<file path="src/hw/rename_pkg.sv">
//==========================================================================
// rename package
// widths, register counts and the rob entry state shared by the
// register renaming core
//==========================================================================
`default_nettype none

package rename_pkg;

	//==========================================================================
	// register file sizes
	//==========================================================================
	parameter int AREG_W = 5;				// arch reg index
	parameter int N_AREG = 32;
	parameter int PREG_W = 6;				// phys reg tag
	parameter int N_PREG = 64;

	// pregs not mapped at reset sit in the free list
	parameter int N_FREE = N_PREG - N_AREG;

	// hardwired zero, never renamed
	parameter int ZERO_REG = 31;

	typedef logic [AREG_W-1:0] areg_t;
	typedef logic [PREG_W-1:0] preg_t;

	//==========================================================================
	// rob entry state
	//==========================================================================
	typedef enum logic [1:0] {
		ROB_EMPTY	= 2'd0,			// slot free
		ROB_PENDING	= 2'd1,			// dispatched, waiting on cdb
		ROB_DONE	= 2'd2			// completed, may retire
	} rob_state_e;

endpackage : rename_pkg

`default_nettype wire

</file>
<file path="src/hw/map_table.sv">
//==========================================================================
// map table
// architectural to physical register map plus one ready bit per preg.
// source lookups are combinational and see the map before this cycle's
// rename; a cdb broadcast in the same cycle is forwarded to the source
// ready outputs
//==========================================================================
`timescale 1ns/1ps
`default_nettype none

module map_table
	import rename_pkg::*;
(
	input	wire			clk,
	input	wire			rst_i,

	// lookup side, from dispatch
	input	wire areg_t		opa_areg_i,
	input	wire areg_t		opb_areg_i,
	input	wire areg_t		dest_areg_i,
	input	wire			rename_en_i,		// accepted and dest != zero reg
	input	wire preg_t		new_preg_i,			// free list head

	// completion
	input	wire			cdb_vld_i,
	input	wire preg_t		cdb_tag_i,

	output	preg_t			opa_preg_o,
	output	preg_t			opb_preg_o,
	output	preg_t			old_preg_o,			// previous dest mapping, to rob
	output	logic			opa_rdy_o,
	output	logic			opb_rdy_o
);

	preg_t				map_q [N_AREG];		// current speculative map
	logic [N_PREG-1:0]	rdy_q;				// value produced

	//==========================================================================
	// lookup
	//==========================================================================
	assign opa_preg_o = map_q[opa_areg_i];
	assign opb_preg_o = map_q[opb_areg_i];
	assign old_preg_o = map_q[dest_areg_i];

	// ready if already written back or broadcast this very cycle
	assign opa_rdy_o = rdy_q[opa_preg_o] | (cdb_vld_i && (cdb_tag_i == opa_preg_o));
	assign opb_rdy_o = rdy_q[opb_preg_o] | (cdb_vld_i && (cdb_tag_i == opb_preg_o));

	//==========================================================================
	// map update
	//==========================================================================
	always_ff @(posedge clk) begin
		if (rst_i) begin
			for (int i = 0; i < N_AREG; i++) begin
				map_q[i] <= preg_t'(i);		// identity map
			end
		end else if (rename_en_i) begin
			map_q[dest_areg_i] <= new_preg_i;
		end
	end

	//==========================================================================
	// ready bits
	//==========================================================================
	always_ff @(posedge clk) begin
		if (rst_i) begin
			rdy_q <= '1;					// all arch values valid
		end else begin
			if (cdb_vld_i)
				rdy_q[cdb_tag_i] <= 1'b1;
			// new tag is not produced yet, last write wins
			if (rename_en_i)
				rdy_q[new_preg_i] <= 1'b0;
		end
	end

endmodule : map_table

`default_nettype wire

</file>
<file path="src/hw/free_list.sv">
//==========================================================================
// free list
// circular fifo of unmapped physical registers. pops hand out the head
// tag on rename, pushes return old tags from retirement
//==========================================================================
`timescale 1ns/1ps
`default_nettype none

module free_list
	import rename_pkg::*;
(
	input	wire			clk,
	input	wire			rst_i,

	input	wire			pop_i,				// rename with a dest
	input	wire			push_i,				// retire with a dest
	input	wire preg_t		push_preg_i,		// old tag freed by retire

	output	preg_t			head_preg_o,
	output	logic			empty_o
);

	localparam int PTR_W = $clog2(N_FREE);

	preg_t				fl_mem [N_FREE];
	logic [PTR_W-1:0]	head_q;
	logic [PTR_W-1:0]	tail_q;
	logic [PTR_W:0]		count_q;			// 0 .. N_FREE

	logic				pop_ok;

	assign head_preg_o	= fl_mem[head_q];
	assign empty_o		= (count_q == '0);	// registered count only

	// never read past the last entry
	assign pop_ok = pop_i && !empty_o;

	//==========================================================================
	// storage
	//==========================================================================
	always_ff @(posedge clk) begin
		if (rst_i) begin
			// pregs N_AREG .. N_PREG-1 free, ascending
			for (int i = 0; i < N_FREE; i++) begin
				fl_mem[i] <= preg_t'(N_AREG + i);
			end
		end else if (push_i) begin
			fl_mem[tail_q] <= push_preg_i;
		end
	end

	//==========================================================================
	// pointers and count
	//==========================================================================
	always_ff @(posedge clk) begin
		if (rst_i) begin
			head_q	<= '0;
			tail_q	<= '0;				// full, tail wrapped onto head
			count_q	<= (PTR_W+1)'(N_FREE);
		end else begin
			if (pop_ok)
				head_q <= head_q + 1'b1;	// power of two, wraps
			if (push_i)
				tail_q <= tail_q + 1'b1;

			if (pop_ok && !push_i)
				count_q <= count_q - 1'b1;
			else if (push_i && !pop_ok)
				count_q <= count_q + 1'b1;
		end
	end

endmodule : free_list

`default_nettype wire

</file>
<file path="src/hw/reorder_buffer.sv">
//==========================================================================
// reorder buffer
// circular buffer, entries allocated at the tail on dispatch, marked
// done by index from the cdb and retired from the head in order, at
// most one per cycle
//==========================================================================
`timescale 1ns/1ps
`default_nettype none

module reorder_buffer
	import rename_pkg::*;
#(
	parameter int	ROB_DEPTH = 16,				// power of two
	localparam int	IDX_W = $clog2(ROB_DEPTH)
) (
	input	wire				clk,
	input	wire				rst_i,

	// allocate
	input	wire				push_i,
	input	wire areg_t			push_areg_i,
	input	wire preg_t			push_preg_i,		// new tag
	input	wire preg_t			push_old_preg_i,	// tag it replaces
	input	wire				push_has_dest_i,

	// completion
	input	wire				done_vld_i,
	input	wire [IDX_W-1:0]	done_idx_i,

	output	logic [IDX_W-1:0]	tail_idx_o,
	output	logic				full_o,

	// retire, head entry
	output	logic				retire_vld_o,
	output	areg_t				retire_areg_o,
	output	preg_t				retire_preg_o,
	output	preg_t				retire_old_preg_o,
	output	logic				retire_has_dest_o
);

	//==========================================================================
	// entry storage
	//==========================================================================
	rob_state_e			state_q [ROB_DEPTH];	// control, reset
	areg_t				areg_q [ROB_DEPTH];		// payload, no reset
	preg_t				preg_q [ROB_DEPTH];
	preg_t				old_preg_q [ROB_DEPTH];
	logic				has_dest_q [ROB_DEPTH];

	logic [IDX_W-1:0]	head_q;
	logic [IDX_W-1:0]	tail_q;
	logic [IDX_W:0]		count_q;				// 0 .. ROB_DEPTH

	logic				push_ok;
	logic				pop;

	assign full_o		= (count_q == (IDX_W+1)'(ROB_DEPTH));
	assign tail_idx_o	= tail_q;
	assign push_ok		= push_i && !full_o;

	// head done -> retire, the pop follows at the edge
	assign retire_vld_o			= (state_q[head_q] == ROB_DONE);
	assign retire_areg_o		= areg_q[head_q];
	assign retire_preg_o		= preg_q[head_q];
	assign retire_old_preg_o	= old_preg_q[head_q];
	assign retire_has_dest_o	= has_dest_q[head_q];
	assign pop					= retire_vld_o;

	//==========================================================================
	// entry state
	//==========================================================================
	always_ff @(posedge clk) begin
		if (rst_i) begin
			for (int i = 0; i < ROB_DEPTH; i++) begin
				state_q[i] <= ROB_EMPTY;
			end
		end else begin
			if (pop)
				state_q[head_q] <= ROB_EMPTY;
			if (done_vld_i)
				state_q[done_idx_i] <= ROB_DONE;	// any order
			if (push_ok)
				state_q[tail_q] <= ROB_PENDING;
		end
	end

	// destination fields written once at allocate
	always_ff @(posedge clk) begin
		if (push_ok) begin
			areg_q[tail_q]		<= push_areg_i;
			preg_q[tail_q]		<= push_preg_i;
			old_preg_q[tail_q]	<= push_old_preg_i;
			has_dest_q[tail_q]	<= push_has_dest_i;
		end
	end

	//==========================================================================
	// pointers and occupancy
	//==========================================================================
	always_ff @(posedge clk) begin
		if (rst_i) begin
			head_q	<= '0;
			tail_q	<= '0;
			count_q	<= '0;
		end else begin
			if (push_ok)
				tail_q <= tail_q + 1'b1;
			if (pop)
				head_q <= head_q + 1'b1;

			// full stays full through a retire cycle, no push then
			if (push_ok && !pop)
				count_q <= count_q + 1'b1;
			else if (pop && !push_ok)
				count_q <= count_q - 1'b1;
		end
	end

endmodule : reorder_buffer

`default_nettype wire

</file>
<file path="src/hw/rename_core.sv">
//==========================================================================
// rename core
// top level of the register renaming block. dispatch stall and accept
// logic, map table, free list and reorder buffer. decoded instructions
// come in as arch indices, completion comes in on the cdb, retirement
// leaves in order and returns old tags to the free list
//==========================================================================
`timescale 1ns/1ps
`default_nettype none

module rename_core
	import rename_pkg::*;
#(
	parameter int	ROB_DEPTH = 16,
	localparam int	ROB_IDX_W = $clog2(ROB_DEPTH)
) (
	input	wire					clk,
	input	wire					rst_i,

	// dispatch
	input	wire					dispatch_vld_i,
	input	wire areg_t				opa_areg_i,
	input	wire areg_t				opb_areg_i,
	input	wire areg_t				dest_areg_i,
	output	logic					dispatch_rdy_o,

	// rename result, same cycle
	output	preg_t					opa_preg_o,
	output	preg_t					opb_preg_o,
	output	preg_t					dest_preg_o,
	output	logic					opa_rdy_o,
	output	logic					opb_rdy_o,
	output	logic [ROB_IDX_W-1:0]	rob_idx_o,

	// cdb
	input	wire					cdb_vld_i,
	input	wire preg_t				cdb_tag_i,
	input	wire [ROB_IDX_W-1:0]	cdb_rob_idx_i,

	// retire
	output	logic					retire_vld_o,
	output	areg_t					retire_areg_o,
	output	preg_t					retire_preg_o,
	output	preg_t					retire_old_preg_o,
	output	logic					retire_has_dest_o
);

	logic		has_dest;			// dest is not the zero reg
	logic		rob_full;
	logic		fl_empty;
	logic		accept;
	logic		rename_en;
	logic		fl_push;
	preg_t		fl_head_preg;
	preg_t		old_preg;			// dest mapping before this rename

	//==========================================================================
	// dispatch stall / accept
	//==========================================================================
	assign has_dest = (dest_areg_i != areg_t'(ZERO_REG));

	// empty free list only blocks instrs that need a new tag
	assign dispatch_rdy_o	= !rob_full && !(fl_empty && has_dest);
	assign accept			= dispatch_vld_i && dispatch_rdy_o;
	assign rename_en		= accept && has_dest;	// map write + fl pop

	// no dest -> report the zero reg mapping, nothing consumed
	assign dest_preg_o = has_dest ? fl_head_preg : old_preg;

	// old tag back to the free list
	assign fl_push = retire_vld_o && retire_has_dest_o;

	//==========================================================================
	// map table
	//==========================================================================
	map_table map_table_i (
		.clk			(clk),
		.rst_i			(rst_i),
		.opa_areg_i		(opa_areg_i),
		.opb_areg_i		(opb_areg_i),
		.dest_areg_i	(dest_areg_i),
		.rename_en_i	(rename_en),
		.new_preg_i		(fl_head_preg),
		.cdb_vld_i		(cdb_vld_i),
		.cdb_tag_i		(cdb_tag_i),
		.opa_preg_o		(opa_preg_o),
		.opb_preg_o		(opb_preg_o),
		.old_preg_o		(old_preg),
		.opa_rdy_o		(opa_rdy_o),
		.opb_rdy_o		(opb_rdy_o)
	);

	//==========================================================================
	// free list
	//==========================================================================
	free_list free_list_i (
		.clk			(clk),
		.rst_i			(rst_i),
		.pop_i			(rename_en),
		.push_i			(fl_push),
		.push_preg_i	(retire_old_preg_o),
		.head_preg_o	(fl_head_preg),
		.empty_o		(fl_empty)
	);

	//==========================================================================
	// reorder buffer
	//==========================================================================
	reorder_buffer #(
		.ROB_DEPTH		(ROB_DEPTH)
	) reorder_buffer_i (
		.clk				(clk),
		.rst_i				(rst_i),
		.push_i				(accept),
		.push_areg_i		(dest_areg_i),
		.push_preg_i		(dest_preg_o),
		.push_old_preg_i	(old_preg),
		.push_has_dest_i	(has_dest),
		.done_vld_i			(cdb_vld_i),		// completion marks entry done
		.done_idx_i			(cdb_rob_idx_i),
		.tail_idx_o			(rob_idx_o),
		.full_o				(rob_full),
		.retire_vld_o		(retire_vld_o),
		.retire_areg_o		(retire_areg_o),
		.retire_preg_o		(retire_preg_o),
		.retire_old_preg_o	(retire_old_preg_o),
		.retire_has_dest_o	(retire_has_dest_o)
	);

endmodule : rename_core

`default_nettype wire

</file>
<file path="config.mk">
export PLATFORM = sky130hd
export DESIGN_NAME = rename_core
export DESIGN_NICKNAME = d
export VERILOG_FILES = /design/src/hw/rename_pkg.sv /design/src/hw/map_table.sv /design/src/hw/free_list.sv /design/src/hw/reorder_buffer.sv /design/src/hw/rename_core.sv
export SDC_FILE = /design/constraint.sdc
export NUM_CORES = 1
export LEC_CHECK = 0
export BUFFER_PORTS_ARGS = -buffer_cell sky130_fd_sc_hd__buf_4
export CORE_ASPECT_RATIO = 1.4
export CORE_MARGIN = 2
export CORE_UTILIZATION = 50
export DETAILED_ROUTE_END_ITERATION = 8
export PLACE_DENSITY = 0.78
export SKIP_CTS_REPAIR_TIMING = 1
export SYNTH_ARGS = -nofsm -noshare
export SYNTH_HDL_FRONTEND = slang
export SYNTH_HIERARCHICAL = 1
export SYNTH_SLANG_ARGS = --single-unit
</file>
<file path="constraint.sdc">
create_clock -name clk -period 11.8 [get_ports clk]
set_input_delay 1.18 -clock clk [delete_from_list [all_inputs] [get_ports clk]]
set_output_delay 1.18 -clock clk [all_outputs]
set_load 0.005 [all_outputs]
</file>
# Word level (Yosys, flattened, before mapping)
# Memories as Yosys holds them, arrays and structs flattened. A register that Yosys moved wholly into a read port is not among the register bits.
# Index checks and enable logic that the tools add are counted.
[word_totals]
output_inout_bits = 44
ramBits = 704
elab_cells = 129
mem_count = 7
inputBits = 29
mem_bits_ro = 0
latchBits = 0
reg_bits = 93
[mem_list]
columns = ["name", "words", "width", "rd", "rd_clocked_by_memory_dff", "wr", "line", "rtl"]
rows = [
  ["free_list_i.fl_mem", 32, 6, 1, 1, 32, "free_list.sv:25", "preg_t fl_mem [N_FREE];"],
  ["map_table_i.map_q", 32, 6, 3, 0, 32, "map_table.sv:35", "preg_t map_q [N_AREG];"],
  ["reorder_buffer_i.old_preg_q", 16, 6, 1, 1, 1, "reorder_buffer.sv:47", "preg_t old_preg_q [ROB_DEPTH];"],
  ["reorder_buffer_i.preg_q", 16, 6, 1, 1, 1, "reorder_buffer.sv:46", "preg_t preg_q [ROB_DEPTH];"],
  ["reorder_buffer_i.areg_q", 16, 5, 1, 1, 1, "reorder_buffer.sv:45", "areg_t areg_q [ROB_DEPTH];"],
  ["reorder_buffer_i.state_q", 16, 2, 1, 1, 16, "reorder_buffer.sv:44", "rob_state_e state_q [ROB_DEPTH];"],
  ["1 more memories", "--", "--", "--", "--", "--", "--", ""],
]
[classes]
n_addsub = 8
n_eq_ne = 5
n_reduce_logical = 30
mul = 0
muxes = 61
bitwise_logic = 5
order_cmp = 6
n_shift = 0
div_mod_pow = 0
[ops]
columns = ["op", "count"]
rows = [
  ["two-way mux 64 bit", 3],
  ["bitwise AND 64 bit", 1],
  ["NOT 64 bit", 1],
  ["OR 64 bit", 1],
  ["two-way mux 4 bit", 13],
  ["two-way mux 5 bit", 6],
  ["two-way mux 6 bit", 5],
  ["< comparator 6 x 7 -> 1 bit (second input constant)", 4],
  ["two-way mux 1 bit", 27],
  ["adder 5 x 1 -> 5 bit (second input constant)", 3],
  ["logical AND 1 bit", 15],
  ["binary-select mux 1 bit (select 6 bit)", 2],
  ["demux 1 bit (select 6 bit)", 2],
  ["== test 6 bit", 2],
  [">= comparator 6 x 1 -> 1 bit (second input constant)", 2],
  ["OR reduction 6 bit", 2],
  ["adder 4 x 1 -> 4 bit (second input constant)", 2],
  ["zero test 1 bit", 7],
  ["adder 6 x 1 -> 6 bit (second input constant)", 1],
  ["zero test 6 bit", 1],
  ["two-way mux 2 bit", 3],
  ["OR reduction 2 bit", 3],
  ["subtractor 6 x 1 -> 6 bit (second input constant)", 1],
  ["== test 5 bit (second input constant)", 1],
  ["other kinds (5)", 7],
]

# Longest topological paths before layout
[logic_depth]
word_depth = 11
ltp_mapped = 18
ltp_nobuf = 15

# By module
# The synthesis kept the hierarchy.
[modules_own_cells]
columns = ["module", "cells_per_inst", "area_per_inst_um2", "instances"]
rows = [
  ["map_table", 1427, 16756.1, 1],
  ["reorder_buffer", 735, 13467.9, 1],
  ["free_list", 797, 10075.9, 1],
  ["rename_core", 13, 126.4, 1],
]

# Least setup slack after synthesis
# Ideal clock, no wire load.
[synth_timing]
kind = "input to output"
from = "input opb_areg_i[1]"
to = "output opb_rdy_o"
required_ps = 10620
stages = 11
path_slack_ps = 6800
n_path_buf = 2
arrival_time_ps = 3820
cell_sequence = "buf_2 buf_1 mux4_2 mux4_2 mux2i_4 inv_2 a2111oi_2 a221oi_1 o2bb2ai_1 o31ai_1 o211ai_1"
[synth_between]
elab_chain_len = 4
[synth_rtl]
columns = ["item", "line", "rtl"]
rows = [
  ["start: declaration", "rename_core.sv:23", "input wire areg_t opb_areg_i,"],
  ["memory read (32 x 6 bit) *", "--", ""],
  ["via opb_preg_o[2]", "rename_core.sv:29", "output preg_t opb_preg_o,"],
  ["binary-select mux 1 bit (select 6 bit) / == test 6 bit (equally long branches)", "map_table.sv:47", "assign opb_rdy_o = rdy_q[opb_preg_o] | (cdb_vld_i && (cdb_tag_i == opb_preg_o));"],
  ["two-way mux 1 bit (not written as such) / logical AND 1 bit (equally long branches)", "map_table.sv:47", ""],
  ["OR 1 bit *", "map_table.sv:47", ""],
  ["end: declaration", "rename_core.sv:32", "output logic opb_rdy_o,"],
]
# The timed path passes the listed nets; every way through them passes the cells marked *. The select of a mux whose other input is x is not followed.

# Final worst setup path
[layout_timing]
from = "input opa_areg_i[0]"
to = "output opa_rdy_o"
[layout_between]
elab_chain_len = 4
[layout_rtl]
columns = ["item", "line", "rtl"]
rows = [
  ["start: declaration", "rename_core.sv:22", "input wire areg_t opa_areg_i,"],
  ["memory read (32 x 6 bit) *", "--", ""],
  ["binary-select mux 1 bit (select 6 bit) / == test 6 bit (equally long branches)", "map_table.sv:46", "assign opa_rdy_o = rdy_q[opa_preg_o] | (cdb_vld_i && (cdb_tag_i == opa_preg_o));"],
  ["two-way mux 1 bit (not written as such) / logical AND 1 bit (equally long branches)", "map_table.sv:46", ""],
  ["OR 1 bit *", "map_table.sv:46", ""],
  ["end: declaration", "rename_core.sv:31", "output logic opa_rdy_o,"],
]
# Mark *: on every way between the ends. The rest lies on a longest branch, timed or not. The select of a mux whose other input is x is not followed.

==> results.py <==
metrics = {
    "run_status": {
        "status": "finished clean",
    },
    "clock_network": {
        "max-clock-path-buffers": 3,
        "htreeDepth": 3,
        "clk_pin_slew_worst_paths_ps": 70,
        "cts_tree": "done",
        "worstSkewPairLatency_ps": 660,
        "root_buffer": "clkbuf_16",
        "clock-sinks": 806,
        "cts_buffers": 74,
    },
    "global_routing": {
        "grtUsageTotal_pct": 26.7,
        "grt_max_degree": 84,
        "grt_pass1_vias": 26800,
        "grt_overflow": 0,
        "antenna_found_initial": 0,
        "grt_pass1_wl_mm": 166,
    },
    "setup_path": {
        "cp_slowest_cell": "buf_4",
        "cpLargestDelayFamily": "buffers and inverters",
        "cp.required_ps": 10620,
        "worst_ep_arrival_time_ps": 5190,
        "ff2ff_setup_slack_ps": 6920,
        "startpoint_type": "input pin",
        "max_stage_delay_ps": 640,
        "rr_worst_depth": 12,
        "cp_max_fo": 44,
        "cp-end-kind": "output port",
        "cpMostUsedCell": "buf_4",
        "path_cells": "buf_4 > nor2b_1 > a22oi_1 > nand3_1 > and4_1 > buf_4 > clkinv_1 > nand2_1 > a21oi_1 > o311a_1 > o41ai_1 > o211ai_1 > buf_4",
        "cp.buffers_inverters": 4,
        "worst-path-stages": 13,
        "startpoint": "opa_areg_i[0]",
        "worstSetupPathType": "in2out",
        "timing.rr.end": "free_list_i/count_q[4]",
    },
    "sta": {
        "min_period_over_period_pct": 54.0,
        "fin_ws_ps": 5430,
        "hold_violations": 0,
        "setup-tns-final_ps": 0,
        "tightest_slew_ps": 1290,
        "finalClockSkew_ps": 45.4,
        "rsz0062_at_grt": "no",
        "post-route-min-period_ps": 6370,
        "slew_headroom_pct": 13.5,
        "setup_violations": 0,
        "whs_ps": 479,
        "timing.fmax_mhz": 157,
        "slew_viol_final": 0,
    },
    "detailed_routing": {
        "drc": 0,
        "vias": 26500,
        "wire_per_inst_um": 27.6,
        "first_iter_violations": 2728,
        "postRouteAntennaNets": 0,
        "routed_wl_mm": 112,
        "drt-vias-per-instance": 6.55,
        "first_pass_iters": 6,
    },
    "die": {
        "fp.dieW_um": 244,
        "die_y_um": 340,
        "io_pins": 73,
        "start_util_pct": 50.4,
        "coreArea_um2": 80200,
        "rows": 123,
        "dieArea_um2": 83200,
    },
    "logic_synthesis": {
        "ys_ff_latch": 806,
        "synth-edff-count": 672,
        "yosys-top-cells-area": "edfxtp_1, mux4_2, dfxtp_1",
        "synth_fp_nets": 3023,
        "synth.largest_area_cell": "edfxtp_1",
        "syn_avg_cell_area_um2": 13.6,
        "async_reset_ff_share_pct": 0,
        "yosysTopAreaCellShare_pct": 49.9,
        "ys_dominant_reg_cell": "edfxtp_1",
        "syn_area_um2": 40400,
        "synthesis.instances": 2972,
        "yosys.cell_types.count": 92,
        "ys_seq_area_share_pct": 56.6,
        "yosys_warnings": 6,
    },
    "placement": {
        "preCtsSetupSlack_ps": 5540,
        "port_buffers": 72,
        "dp_hpwl_mm": 71.1,
        "place.gp.congestion": 0.994,
        "dpl_cell_area_um2": 41600,
    },
    "power": {
        "p_int_w": 0.00524,
        "p_comb_share_pct": 19.1,
        "switching_share_pct": 29.0,
        "power_density_nw_per_um2": 167,
        "seqPwrFrac_pct": 45.8,
        "p_sw_w": 0.00214,
        "ir_drop_mv": 0.214,
        "leakagePower_nw": 14.2,
        "power_frac_clock_pct": 35.1,
    },
    "cells_and_area": {
        "final_cell_mix": "edfxtp_1, mux4_2, nor2_1, and2_1, or3_1",
        "layout_commonest_cell": "edfxtp_1",
        "syn2layout_area_growth_pct": 9.46,
        "final_util_pct": 55.2,
        "drive_above_1_share_pct": 22.5,
        "antenna_cells": 0,
        "finalNetCount": 2968,
        "design_area_um2": 44200,
    },
    "hold_path": {
        "hp-start": "reorder_buffer_i/state_q[3][0]",
        "whs_endpoint": "reorder_buffer_i/state_q[3][0]",
        "min_path_type": "reg2reg",
        "whs_path_depth": 1,
    },
    "flow_run": {
        "drv_cap": 0,
    },
}
sequential cells by signal, summed over array words and instances, names as in the netlist, 6 cells and up, named ones only:
name and flops:
reorder_buffer_i/old_preg_q 96, reorder_buffer_i/state_q 32, map_table_i/rdy_q 64, free_list_i/count_q 6, free_list_i/fl_mem 192, map_table_i/map_q 192
reorder_buffer_i/areg_q 80, reorder_buffer_i/has_dest_q 16, reorder_buffer_i/preg_q 96
stage by stage:
stage,power [W],instances
floorplan,0.00431,2972
global placement,0.00479,3903
detailed placement,0.00483,3903
CTS,0.00740,4038
global route,0.00760,4038
finish,0.00738,4038
per-layer routing:
layer	global-route usage [%]	wire length, um
met5	0	0
met4	16.8	7660
met3	4.36	9150
met2	46.5	57100
met1	30.7	37700
cell type report:
class                           instances  area [um2]
Clock buffer                           89        1960
Clock inverter                         46         668
Fill cell                            6140       35900
Inverter                               62         233
Multi-Input combinational cell       1852       16300
Sequential cell                       806       22900
Tap cell                             1062        1330
Timing Repair Buffer                  121         912
cells by family after synthesis:
| family | count (synthesis) | synth area share [%] |
|---|---|---|
| AND/OR/NAND/NOR | 990 | 13.1 |
| flip-flops | 806 | 56.6 |
| multiplexers | 416 | 18.6 |
| AO/OA/AOI/OAI | 394 | 7.00 |
| buffers and inverters | 314 | 3.40 |
| XOR/XNOR | 30 | 0.650 |
| adder cells (fa/ha/maj) | 22 | 0.699 |
power groups by stage:
stage / clock network (W) / registers, W / logic [W]
4_1_cts: 0.00262 / 0.00338 / 0.00140
5_1_grt: 0.00271 / 0.00339 / 0.00149
3_3_place_gp: 0 / 0.00343 / 0.00137
6_report: 0.00259 / 0.00338 / 0.00141
2_1_floorplan: 0 / 0.00336 / 0.000956
3_5_place_dp: 0 / 0.00343 / 0.00139
worst register-to-register path, cell delays in order, from the launching register on:
cell     delay (ps)
dfxtp_4         650
buf_4           750
mux4_2          450
mux4_2          540
and2_1          300
inv_1           160
ha_1            420
xor2_1          190
ha_1            240
a21oi_1          90
or3b_2          450
a31oi_1         200
mux2_2          350
worst max path at each step:
| stage | end | slack (ps) |
|---|---|---|
| floorplan | opb_rdy_o | 6800 |
| global placement | opa_rdy_o | 5580 |
| detailed placement | opa_rdy_o | 5540 |
| CTS | opa_rdy_o | 5500 |
| global route | opa_rdy_o | 5160 |
| finish | opa_rdy_o | 5430 |
cell usage after synthesis, types with 16 or more instances:
cell type	instances
edfxtp_1	672
mux4_2	250
nor2_1	223
clkbuf_1	160
and2_1	158
or3_1	154
nand2_1	143
dfxtp_1	134
mux2i_1	127
a21oi_1	105
or2_2	72
o21bai_1	66
nor3_1	65
inv_1	53
buf_2	47
a22oi_1	44
nand3_1	44
buf_1	25
mux2_2	24
ha_1	21
nand2b_1	18
o21ai_0	18
nor2b_1	17
a31oi_1	16
xor2_1	16
Note: power is estimated with default switching activity, not from simulation.
